### src/stats_pkg.sv
package stats_pkg;

    // counters, fill levels and status bus data
    localparam int unsigned STAT_W = 32;

    // status bus address
    localparam int unsigned STATUS_ADDR_W = 30;

    // register offset sits in the low address bits
    localparam int unsigned REG_ADDR_W = 8;

    // space select sits in the top address bits
    localparam int unsigned SEL_W = 2;

    // select value of this block's register space
    localparam logic [SEL_W-1:0] TOP_REG = 2'd0;

    // register map, offsets inside the top space
    localparam logic [REG_ADDR_W-1:0] REG_CTRL        = 8'd0;
    localparam logic [REG_ADDR_W-1:0] REG_IN_PKT      = 8'd1;
    localparam logic [REG_ADDR_W-1:0] REG_OUT_PKT     = 8'd2;
    localparam logic [REG_ADDR_W-1:0] REG_DMA_PKT     = 8'd3;
    localparam logic [REG_ADDR_W-1:0] REG_CPU_NOMATCH = 8'd4;
    localparam logic [REG_ADDR_W-1:0] REG_CPU_MATCH   = 8'd5;
    localparam logic [REG_ADDR_W-1:0] REG_MAX_DM2SM   = 8'd6;
    localparam logic [REG_ADDR_W-1:0] REG_MAX_PG2NF   = 8'd7;

    // action field of a cpu metadata item
    localparam int unsigned ACTION_W = 2;

    typedef enum logic [ACTION_W-1:0] {
        ACTION_NOMATCH = 2'd0,
        ACTION_MATCH   = 2'd1,
        ACTION_FORWARD = 2'd2,
        ACTION_DROP    = 2'd3
    } cpu_action_e;

    // one decoded status bus access per cycle
    typedef enum logic [1:0] {
        OP_NONE       = 2'd0,
        OP_READ       = 2'd1,
        OP_WRITE_CTRL = 2'd2,
        OP_CLEAR_CTRL = 2'd3
    } access_op_e;

endpackage : stats_pkg
### src/stats_top.sv
module stats_top (
    input  logic                                clk_status,
    input  logic                                rst_n_i,
    input  logic                                in_valid_i,
    input  logic                                in_eop_i,
    input  logic                                out_valid_i,
    input  logic                                out_eop_i,
    input  logic                                out_ready_i,
    input  logic                                dma_update_i,
    input  logic                                cpu_meta_valid_i,
    input  logic                                cpu_meta_ready_i,
    input  stats_pkg::cpu_action_e              cpu_meta_action_i,
    input  logic [stats_pkg::STAT_W-1:0]        fill_dm2sm_i,
    input  logic [stats_pkg::STAT_W-1:0]        fill_pg2nf_i,
    input  logic [stats_pkg::STATUS_ADDR_W-1:0] status_addr_i,
    input  logic                                status_read_i,
    input  logic                                status_write_i,
    input  logic [stats_pkg::STAT_W-1:0]        status_writedata_i,
    output logic [stats_pkg::STAT_W-1:0]        status_readdata_o,
    output logic                                status_readdata_valid_o
);
    import stats_pkg::*;

    // counter and mark values toward the read mux
    logic [STAT_W-1:0]     in_pkt_cnt;
    logic [STAT_W-1:0]     out_pkt_cnt;
    logic [STAT_W-1:0]     dma_pkt_cnt;
    logic [STAT_W-1:0]     cpu_nomatch_cnt;
    logic [STAT_W-1:0]     cpu_match_cnt;
    logic [STAT_W-1:0]     max_dm2sm;
    logic [STAT_W-1:0]     max_pg2nf;
    // decoded access, first pipeline stage
    access_op_e            access_op;
    logic [REG_ADDR_W-1:0] reg_addr;
    logic [STAT_W-1:0]     wr_data;

    stats_counters counters_i (
        .clk_status        (clk_status),
        .rst_n_i           (rst_n_i),
        .in_valid_i        (in_valid_i),
        .in_eop_i          (in_eop_i),
        .out_valid_i       (out_valid_i),
        .out_eop_i         (out_eop_i),
        .out_ready_i       (out_ready_i),
        .dma_update_i      (dma_update_i),
        .cpu_meta_valid_i  (cpu_meta_valid_i),
        .cpu_meta_ready_i  (cpu_meta_ready_i),
        .cpu_meta_action_i (cpu_meta_action_i),
        .fill_dm2sm_i      (fill_dm2sm_i),
        .fill_pg2nf_i      (fill_pg2nf_i),
        .in_pkt_cnt_o      (in_pkt_cnt),
        .out_pkt_cnt_o     (out_pkt_cnt),
        .dma_pkt_cnt_o     (dma_pkt_cnt),
        .cpu_nomatch_cnt_o (cpu_nomatch_cnt),
        .cpu_match_cnt_o   (cpu_match_cnt),
        .max_dm2sm_o       (max_dm2sm),
        .max_pg2nf_o       (max_pg2nf)
    );

    // bus capture and decode
    status_access_ctrl access_ctrl_i (
        .clk_status         (clk_status),
        .rst_n_i            (rst_n_i),
        .status_addr_i      (status_addr_i),
        .status_read_i      (status_read_i),
        .status_write_i     (status_write_i),
        .status_writedata_i (status_writedata_i),
        .access_op_o        (access_op),
        .reg_addr_o         (reg_addr),
        .wr_data_o          (wr_data)
    );

    // control register and read response, second stage
    status_reg_file reg_file_i (
        .clk_status              (clk_status),
        .rst_n_i                 (rst_n_i),
        .access_op_i             (access_op),
        .reg_addr_i              (reg_addr),
        .wr_data_i               (wr_data),
        .in_pkt_cnt_i            (in_pkt_cnt),
        .out_pkt_cnt_i           (out_pkt_cnt),
        .dma_pkt_cnt_i           (dma_pkt_cnt),
        .cpu_nomatch_cnt_i       (cpu_nomatch_cnt),
        .cpu_match_cnt_i         (cpu_match_cnt),
        .max_dm2sm_i             (max_dm2sm),
        .max_pg2nf_i             (max_pg2nf),
        .status_readdata_o       (status_readdata_o),
        .status_readdata_valid_o (status_readdata_valid_o)
    );

endmodule : stats_top

### src/status_reg_file.sv
module status_reg_file (
    input  logic                             clk_status,
    input  logic                             rst_n_i,
    input  stats_pkg::access_op_e            access_op_i,
    input  logic [stats_pkg::REG_ADDR_W-1:0] reg_addr_i,
    input  logic [stats_pkg::STAT_W-1:0]     wr_data_i,
    input  logic [stats_pkg::STAT_W-1:0]     in_pkt_cnt_i,
    input  logic [stats_pkg::STAT_W-1:0]     out_pkt_cnt_i,
    input  logic [stats_pkg::STAT_W-1:0]     dma_pkt_cnt_i,
    input  logic [stats_pkg::STAT_W-1:0]     cpu_nomatch_cnt_i,
    input  logic [stats_pkg::STAT_W-1:0]     cpu_match_cnt_i,
    input  logic [stats_pkg::STAT_W-1:0]     max_dm2sm_i,
    input  logic [stats_pkg::STAT_W-1:0]     max_pg2nf_i,
    output logic [stats_pkg::STAT_W-1:0]     status_readdata_o,
    output logic                             status_readdata_valid_o
);
    import stats_pkg::*;

    // software control word
    logic [STAT_W-1:0] ctrl_q;
    // addressed value before the response register
    logic [STAT_W-1:0] rd_mux;

    // control register, load or clear from the decoder
    always_ff @(posedge clk_status) begin
        if (!rst_n_i) begin
            ctrl_q <= '0;
        end else begin
            case (access_op_i)
                OP_WRITE_CTRL: ctrl_q <= wr_data_i;
                OP_CLEAR_CTRL: ctrl_q <= '0;
                default:       ctrl_q <= ctrl_q;
            endcase
        end
    end

    // read mux over the register map
    always_comb begin
        case (reg_addr_i)
            REG_CTRL:        rd_mux = ctrl_q;
            REG_IN_PKT:      rd_mux = in_pkt_cnt_i;
            REG_OUT_PKT:     rd_mux = out_pkt_cnt_i;
            REG_DMA_PKT:     rd_mux = dma_pkt_cnt_i;
            REG_CPU_NOMATCH: rd_mux = cpu_nomatch_cnt_i;
            REG_CPU_MATCH:   rd_mux = cpu_match_cnt_i;
            REG_MAX_DM2SM:   rd_mux = max_dm2sm_i;
            REG_MAX_PG2NF:   rd_mux = max_pg2nf_i;
            // unmapped offsets read as zero
            default:         rd_mux = '0;
        endcase
    end

    // single-cycle valid for each decoded read
    always_ff @(posedge clk_status) begin
        if (!rst_n_i) begin
            status_readdata_valid_o <= 1'b0;
        end else begin
            status_readdata_valid_o <= (access_op_i == OP_READ);
        end
    end

    // read data holds between responses
    always_ff @(posedge clk_status) begin
        if (access_op_i == OP_READ) begin
            status_readdata_o <= rd_mux;
        end
    end

endmodule : status_reg_file

### src/status_access_ctrl.sv
module status_access_ctrl (
    input  logic                                clk_status,
    input  logic                                rst_n_i,
    input  logic [stats_pkg::STATUS_ADDR_W-1:0] status_addr_i,
    input  logic                                status_read_i,
    input  logic                                status_write_i,
    input  logic [stats_pkg::STAT_W-1:0]        status_writedata_i,
    output stats_pkg::access_op_e               access_op_o,
    output logic [stats_pkg::REG_ADDR_W-1:0]    reg_addr_o,
    output logic [stats_pkg::STAT_W-1:0]        wr_data_o
);
    import stats_pkg::*;

    // bus strobes, registered once
    logic                  read_q;
    logic                  write_q;
    // address split into space select and register offset
    logic [SEL_W-1:0]      sel_q;
    logic [REG_ADDR_W-1:0] offset_q;
    logic [STAT_W-1:0]     wr_data_q;

    // strobes need a clean idle after reset
    always_ff @(posedge clk_status) begin
        if (!rst_n_i) begin
            read_q  <= 1'b0;
            write_q <= 1'b0;
        end else begin
            read_q  <= status_read_i;
            write_q <= status_write_i;
        end
    end

    // address and write data only matter alongside a strobe
    always_ff @(posedge clk_status) begin
        sel_q     <= status_addr_i[STATUS_ADDR_W-1 -: SEL_W];
        offset_q  <= status_addr_i[REG_ADDR_W-1:0];
        wr_data_q <= status_writedata_i;
    end

    // one opcode per cycle from the registered bus
    always_comb begin
        access_op_o = OP_NONE;
        // other spaces belong to other blocks, no response from here
        if (sel_q == TOP_REG) begin
            // read takes priority over a write in the same cycle
            if (read_q) begin
                access_op_o = OP_READ;
            end else if (write_q) begin
                // any other top offset wipes the control register
                access_op_o = (offset_q == REG_CTRL) ? OP_WRITE_CTRL : OP_CLEAR_CTRL;
            end
        end
    end

    assign reg_addr_o = offset_q;
    assign wr_data_o  = wr_data_q;

endmodule : status_access_ctrl

### src/stats_counters.sv
module stats_counters (
    input  logic                         clk_status,
    input  logic                         rst_n_i,
    input  logic                         in_valid_i,
    input  logic                         in_eop_i,
    input  logic                         out_valid_i,
    input  logic                         out_eop_i,
    input  logic                         out_ready_i,
    input  logic                         dma_update_i,
    input  logic                         cpu_meta_valid_i,
    input  logic                         cpu_meta_ready_i,
    input  stats_pkg::cpu_action_e       cpu_meta_action_i,
    input  logic [stats_pkg::STAT_W-1:0] fill_dm2sm_i,
    input  logic [stats_pkg::STAT_W-1:0] fill_pg2nf_i,
    output logic [stats_pkg::STAT_W-1:0] in_pkt_cnt_o,
    output logic [stats_pkg::STAT_W-1:0] out_pkt_cnt_o,
    output logic [stats_pkg::STAT_W-1:0] dma_pkt_cnt_o,
    output logic [stats_pkg::STAT_W-1:0] cpu_nomatch_cnt_o,
    output logic [stats_pkg::STAT_W-1:0] cpu_match_cnt_o,
    output logic [stats_pkg::STAT_W-1:0] max_dm2sm_o,
    output logic [stats_pkg::STAT_W-1:0] max_pg2nf_o
);
    import stats_pkg::*;

    // qualified events, one per counter
    logic in_pkt_hit;
    logic out_pkt_hit;
    logic cpu_accept;
    logic cpu_nomatch_hit;
    logic cpu_match_hit;

    // a packet is counted on its last beat
    assign in_pkt_hit  = in_valid_i & in_eop_i;
    // egress needs the sink to take the beat too
    assign out_pkt_hit = out_valid_i & out_eop_i & out_ready_i;

    // metadata item handed over to the cpu
    assign cpu_accept      = cpu_meta_valid_i & cpu_meta_ready_i;
    // forward and drop actions fall through uncounted
    assign cpu_nomatch_hit = cpu_accept & (cpu_meta_action_i == ACTION_NOMATCH);
    assign cpu_match_hit   = cpu_accept & (cpu_meta_action_i == ACTION_MATCH);

    // ethernet port counters
    always_ff @(posedge clk_status) begin
        if (!rst_n_i) begin
            in_pkt_cnt_o  <= '0;
            out_pkt_cnt_o <= '0;
        end else begin
            // free running, wraps at 2^32
            if (in_pkt_hit) begin
                in_pkt_cnt_o <= in_pkt_cnt_o + 1'b1;
            end
            if (out_pkt_hit) begin
                out_pkt_cnt_o <= out_pkt_cnt_o + 1'b1;
            end
        end
    end

    // dma ring updates and cpu metadata counters
    always_ff @(posedge clk_status) begin
        if (!rst_n_i) begin
            dma_pkt_cnt_o     <= '0;
            cpu_nomatch_cnt_o <= '0;
            cpu_match_cnt_o   <= '0;
        end else begin
            // one pulse per ring-buffer update
            if (dma_update_i) begin
                dma_pkt_cnt_o <= dma_pkt_cnt_o + 1'b1;
            end
            if (cpu_nomatch_hit) begin
                cpu_nomatch_cnt_o <= cpu_nomatch_cnt_o + 1'b1;
            end
            if (cpu_match_hit) begin
                cpu_match_cnt_o <= cpu_match_cnt_o + 1'b1;
            end
        end
    end

    // high-water marks of the two channel fifos
    always_ff @(posedge clk_status) begin
        if (!rst_n_i) begin
            max_dm2sm_o <= '0;
            max_pg2nf_o <= '0;
        end else begin
            // only ever moves up until the next reset
            if (fill_dm2sm_i > max_dm2sm_o) begin
                max_dm2sm_o <= fill_dm2sm_i;
            end
            if (fill_pg2nf_i > max_pg2nf_o) begin
                max_pg2nf_o <= fill_pg2nf_i;
            end
        end
    end

endmodule : stats_counters

### config.mk
export PLATFORM = sky130hd
export DESIGN_NAME = stats_top
export DESIGN_NICKNAME = d
export VERILOG_FILES = /design/src/stats_pkg.sv /design/src/stats_top.sv /design/src/status_reg_file.sv /design/src/status_access_ctrl.sv /design/src/stats_counters.sv
export SDC_FILE = /design/constraint.sdc
export NUM_CORES = 1
export LEC_CHECK = 0
export BUFFER_PORTS_ARGS = -buffer_cell sky130_fd_sc_hd__buf_4
export CAP_MARGIN = 20
export CORE_MARGIN = 2
export CORE_UTILIZATION = 53
export DETAILED_ROUTE_END_ITERATION = 10
export PLACE_DENSITY = 0.82
export SLEW_MARGIN = 30
export SYNTH_ARGS = -nofsm -noshare
export SYNTH_HDL_FRONTEND = slang
export SYNTH_SLANG_ARGS = --single-unit
### constraint.sdc
create_clock -name clk_status -period 2.97 [get_ports clk_status]
set_input_delay 0.594 -clock clk_status [delete_from_list [all_inputs] [get_ports clk_status]]
set_output_delay 0.594 -clock clk_status [all_outputs]
set_load 0.01 [all_outputs]
==> results.py <==
metrics = {
    "floorplan": {
        "core_um2": 29800,
        "fp.dieW_um": 178,
        "die_area_um2": 31800,
        "initial_core_util": 0.541,
        "placementRows": 63,
        "die_y_um": 178,
        "ios": 173,
    },
    "finish": {
        "final_cell_mix": "dfxtp_1, nand2_1, buf_4, and2_1, nand3_1",
        "multi_input_area_um2": 8530,
        "num-fill-cells": 2355,
        "n_antenna_cell": 0,
        "drive_above_1_share": 0.141,
        "num-nets-final": 2114,
        "seq_area_um2": 6990,
        "fin_cells": 2324,
        "area_growth_pct": 18.6,
        "final_common_cell": "dfxtp_1",
    },
    "yosys": {
        "syn_avg_cell_area_um2": 9.13,
        "synth_top_family_by_area": "simple AND/OR/NAND/NOR gates",
        "synthXorXnorAreaFrac": 0.0723,
        "synthAdderAreaFrac": 0.0536,
        "synth_edf_count": 32,
        "synth_compound_area_frac": 0.106,
        "async_reset_ff_frac": 0,
        "postSynthCellCount": 1765,
        "syn_area_um2": 16100,
        "yosys_warnings": 0,
        "synth-simple-area-share": 0.241,
        "ys_seq_elements": 333,
        "ys.flop_type": "dfxtp_1",
        "syn_nets": 1974,
        "synth_cell_types": 59,
        "ys_seq_area_frac": 0.434,
        "synthMuxAreaShare": 0.0526,
    },
    "detailed_routing": {
        "post_drt_wl_per_cell_um": 19.3,
        "vias_per_cell": 5.95,
        "drtAntennaViolNets": 0,
        "drtIter0Drc": 1743,
        "drc": 0,
        "first_pass_iters": 6,
        "dr_total_vias": 13817,
        "routed_wl_um": 44800,
    },
    "placed_design": {
        "place_inst": 2256,
        "port_buffers": 152,
        "gp_congestion": 0.985,
        "hpwl_um": 33200,
    },
    "sta": {
        "fin_tns_setup_ns": 0,
        "relSlewSlack": 0.429,
        "period_share": 0.921,
        "drv_slew": 0,
        "max_freq_mhz": 366,
        "hold_viol_final": 0,
        "period_needed_ns": 2.74,
        "rsz0062_at_grt": "false",
        "tightest_slew_ns": 0.857,
        "setup-violations-final": 0,
        "clock_skew_ns": 0.0110,
    },
    "cts": {
        "post_cts_buffers": 0,
        "clk_latency_ns": 0.52,
        "cts-resized-gates": 0,
        "h-tree-depth": 2,
        "clockBufferDepth": 3,
        "clock-sinks": 333,
        "cts_root_buffer": "clkbuf_16",
        "hold_buffers": 0,
        "cts-buffers-inserted": 37,
        "cts_tree": "yes",
        "cts.clk_slew.worst_paths_ns": 0.06,
    },
    "critical_path": {
        "cpPeakStageDelay_ns": 0.47,
        "path_class": "flop to flop",
        "required_ns": 3.41,
        "start_kind": "flop",
        "worst-path-max-fanout": 16,
        "worstPathArrival_ns": 3.18,
        "worstPathCellList": "inv_1, ha_1, a21oi_1, o21a_1, o221ai_1, a2111oi_0, buf_4, a2bb2oi_4, buf_12, mux2i_1",
        "critPathCaptureType": "flop",
        "crit_slowest_cell": "a2111oi_0",
    },
    "power_and_ir_drop": {
        "p_leak_nw": 7.46,
        "finalPower_w": 0.0107,
        "p_per_area_nw_per_um2": 561,
        "max-vdd-ir-drop_v": 0.000419,
    },
    "job": {
        "maxCapViolCount": 0,
    },
    "global_routing": {
        "antenna_found_initial": 1,
        "grt_max_degree": 95,
        "overflow": 0,
        "grt_pass1_wl_um": 69500,
        "grt_pass1_vias": 12942,
        "grt_usage": 0.282,
    },
    "run_status": {
        "status": "finished, final reports clean",
    },
    "hold_path": {
        "min_path_type": "input pin to flop",
    },
}
-- critical path: cells and delay by family, from the launching register on --
family	cells	cell delay (ns)
muxes	1	0.20
DFF	1	0.45
adders and majority gates	1	0.30
buffers and inverters	3	0.50
AOI/OAI and AO/OA	5	1.20
-- final timing paths --
check / start / end / slack [ns] / depth (start not counted)
worst max-delay path: counters_i.max_dm2sm_o[7]$_SDFFE_PN0N_ / counters_i.max_dm2sm_o[31]$_SDFFE_PN0N_ / 0.23 / 10
worst max register to register: counters_i.max_dm2sm_o[7]$_SDFFE_PN0N_ / counters_i.max_dm2sm_o[31]$_SDFFE_PN0N_ / 0.23 / 10
worst min register to register: access_ctrl_i.wr_data_o[14]$_DFF_P_ / reg_file_i.ctrl_q[14]$_SDFFE_PN0P_ / 0.45 / 2
worst min-delay path: status_writedata_i[24] / access_ctrl_i.wr_data_o[24]$_DFF_P_ / 0.17 / 1
-- metrics by stage --
stage | hold WS [ns] | util | cell area [um^2] | worst slack [ns]
global placement | 0.440 | 0.597 | 17800 | 0.192
finish | 0.174 | 0.641 | 19100 | 0.234
detailed placement | 0.444 | 0.597 | 17800 | 0.0279
CTS | 0.164 | 0.641 | 19100 | 0.198
global route | 0.159 | 0.641 | 19100 | 0.0712
floorplan | 0.430 | - | 16100 | 0.421
-- routing by layer --
layer,routed length [um],vias up,part of all wire,GRT usage
met5,14,-,0.00031,0.00801
met4,2420,2,0.054,0.136
met3,4090,135,0.091,0.0505
met2,20300,650,0.45,0.447
met1,18000,6544,0.40,0.373
li1,-,6486,-,-
-- cells by family after synthesis --
family                   Yosys count
buffers and inverters            164
flip-flops                       333
XOR/XNOR                         133
AND/OR/NAND/NOR                  748
multiplexers                      81
adder cells (fa/ha/maj)           69
AO/OA/AOI/OAI                    237
-- report_power, final --
| group | internal [W] | total, W | switching [W] |
|---|---|---|---|
| Sequential | 0.00469 | 0.00486 | 0.000175 |
| Clock | 0.00299 | 0.00486 | 0.00187 |
| Combinational | 0.000483 | 0.000992 | 0.000509 |
| Total | 0.00816 | 0.0107 | 0.00255 |
-- state kept, by name (all words and copies together) (netlist names) --
| signal | cells |
|---|---|
| counters_i.cpu_match_cnt_o | 32 |
| access_ctrl_i.sel_q | 2 |
| access_ctrl_i.reg_addr_o | 8 |
| counters_i.max_pg2nf_o | 32 |
| counters_i.dma_pkt_cnt_o | 32 |
| counters_i.in_pkt_cnt_o | 32 |
| counters_i.cpu_nomatch_cnt_o | 32 |
| access_ctrl_i.wr_data_o | 32 |
| reg_file_i.ctrl_q | 32 |
| reg_file_i.status_readdata_valid_o | 1 |
| counters_i.out_pkt_cnt_o | 32 |
| counters_i.max_dm2sm_o | 32 |
| access_ctrl_i.write_q | 1 |
| access_ctrl_i.read_q | 1 |
| reg_file_i.status_readdata_o | 32 |
-- cell type report --
type | instances | area share
Sequential cell | 333 | 0.366
Inverter | 79 | 0.0155
Multi-Input combinational cell | 1268 | 0.446
Clock buffer | 46 | 0.0557
Timing Repair Buffer | 186 | 0.0780
Tap cell | 390 | 0.0255
Clock inverter | 22 | 0.0131
-- cells in the mapped netlist, drive strengths merged (21+ instances only) --
cell	count	area, um^2
and2	131	820
o21ai	25	125
or3	21	131
xor2	41	359
nor2b	22	138
nand4	52	325
nand2	249	937
a21boi	49	368
xnor2	92	806
clkbuf	59	221
a221oi	22	193
nor3	32	180
nor2	48	183
edfxtp	32	961
dfxtp	301	6030
buf	26	140
nand3	117	586
a21oi	22	110
a22oi	82	616
ha	69	863
mux2i	78	781
inv	79	297
Note: power is estimated with default switching activity, not from simulation.
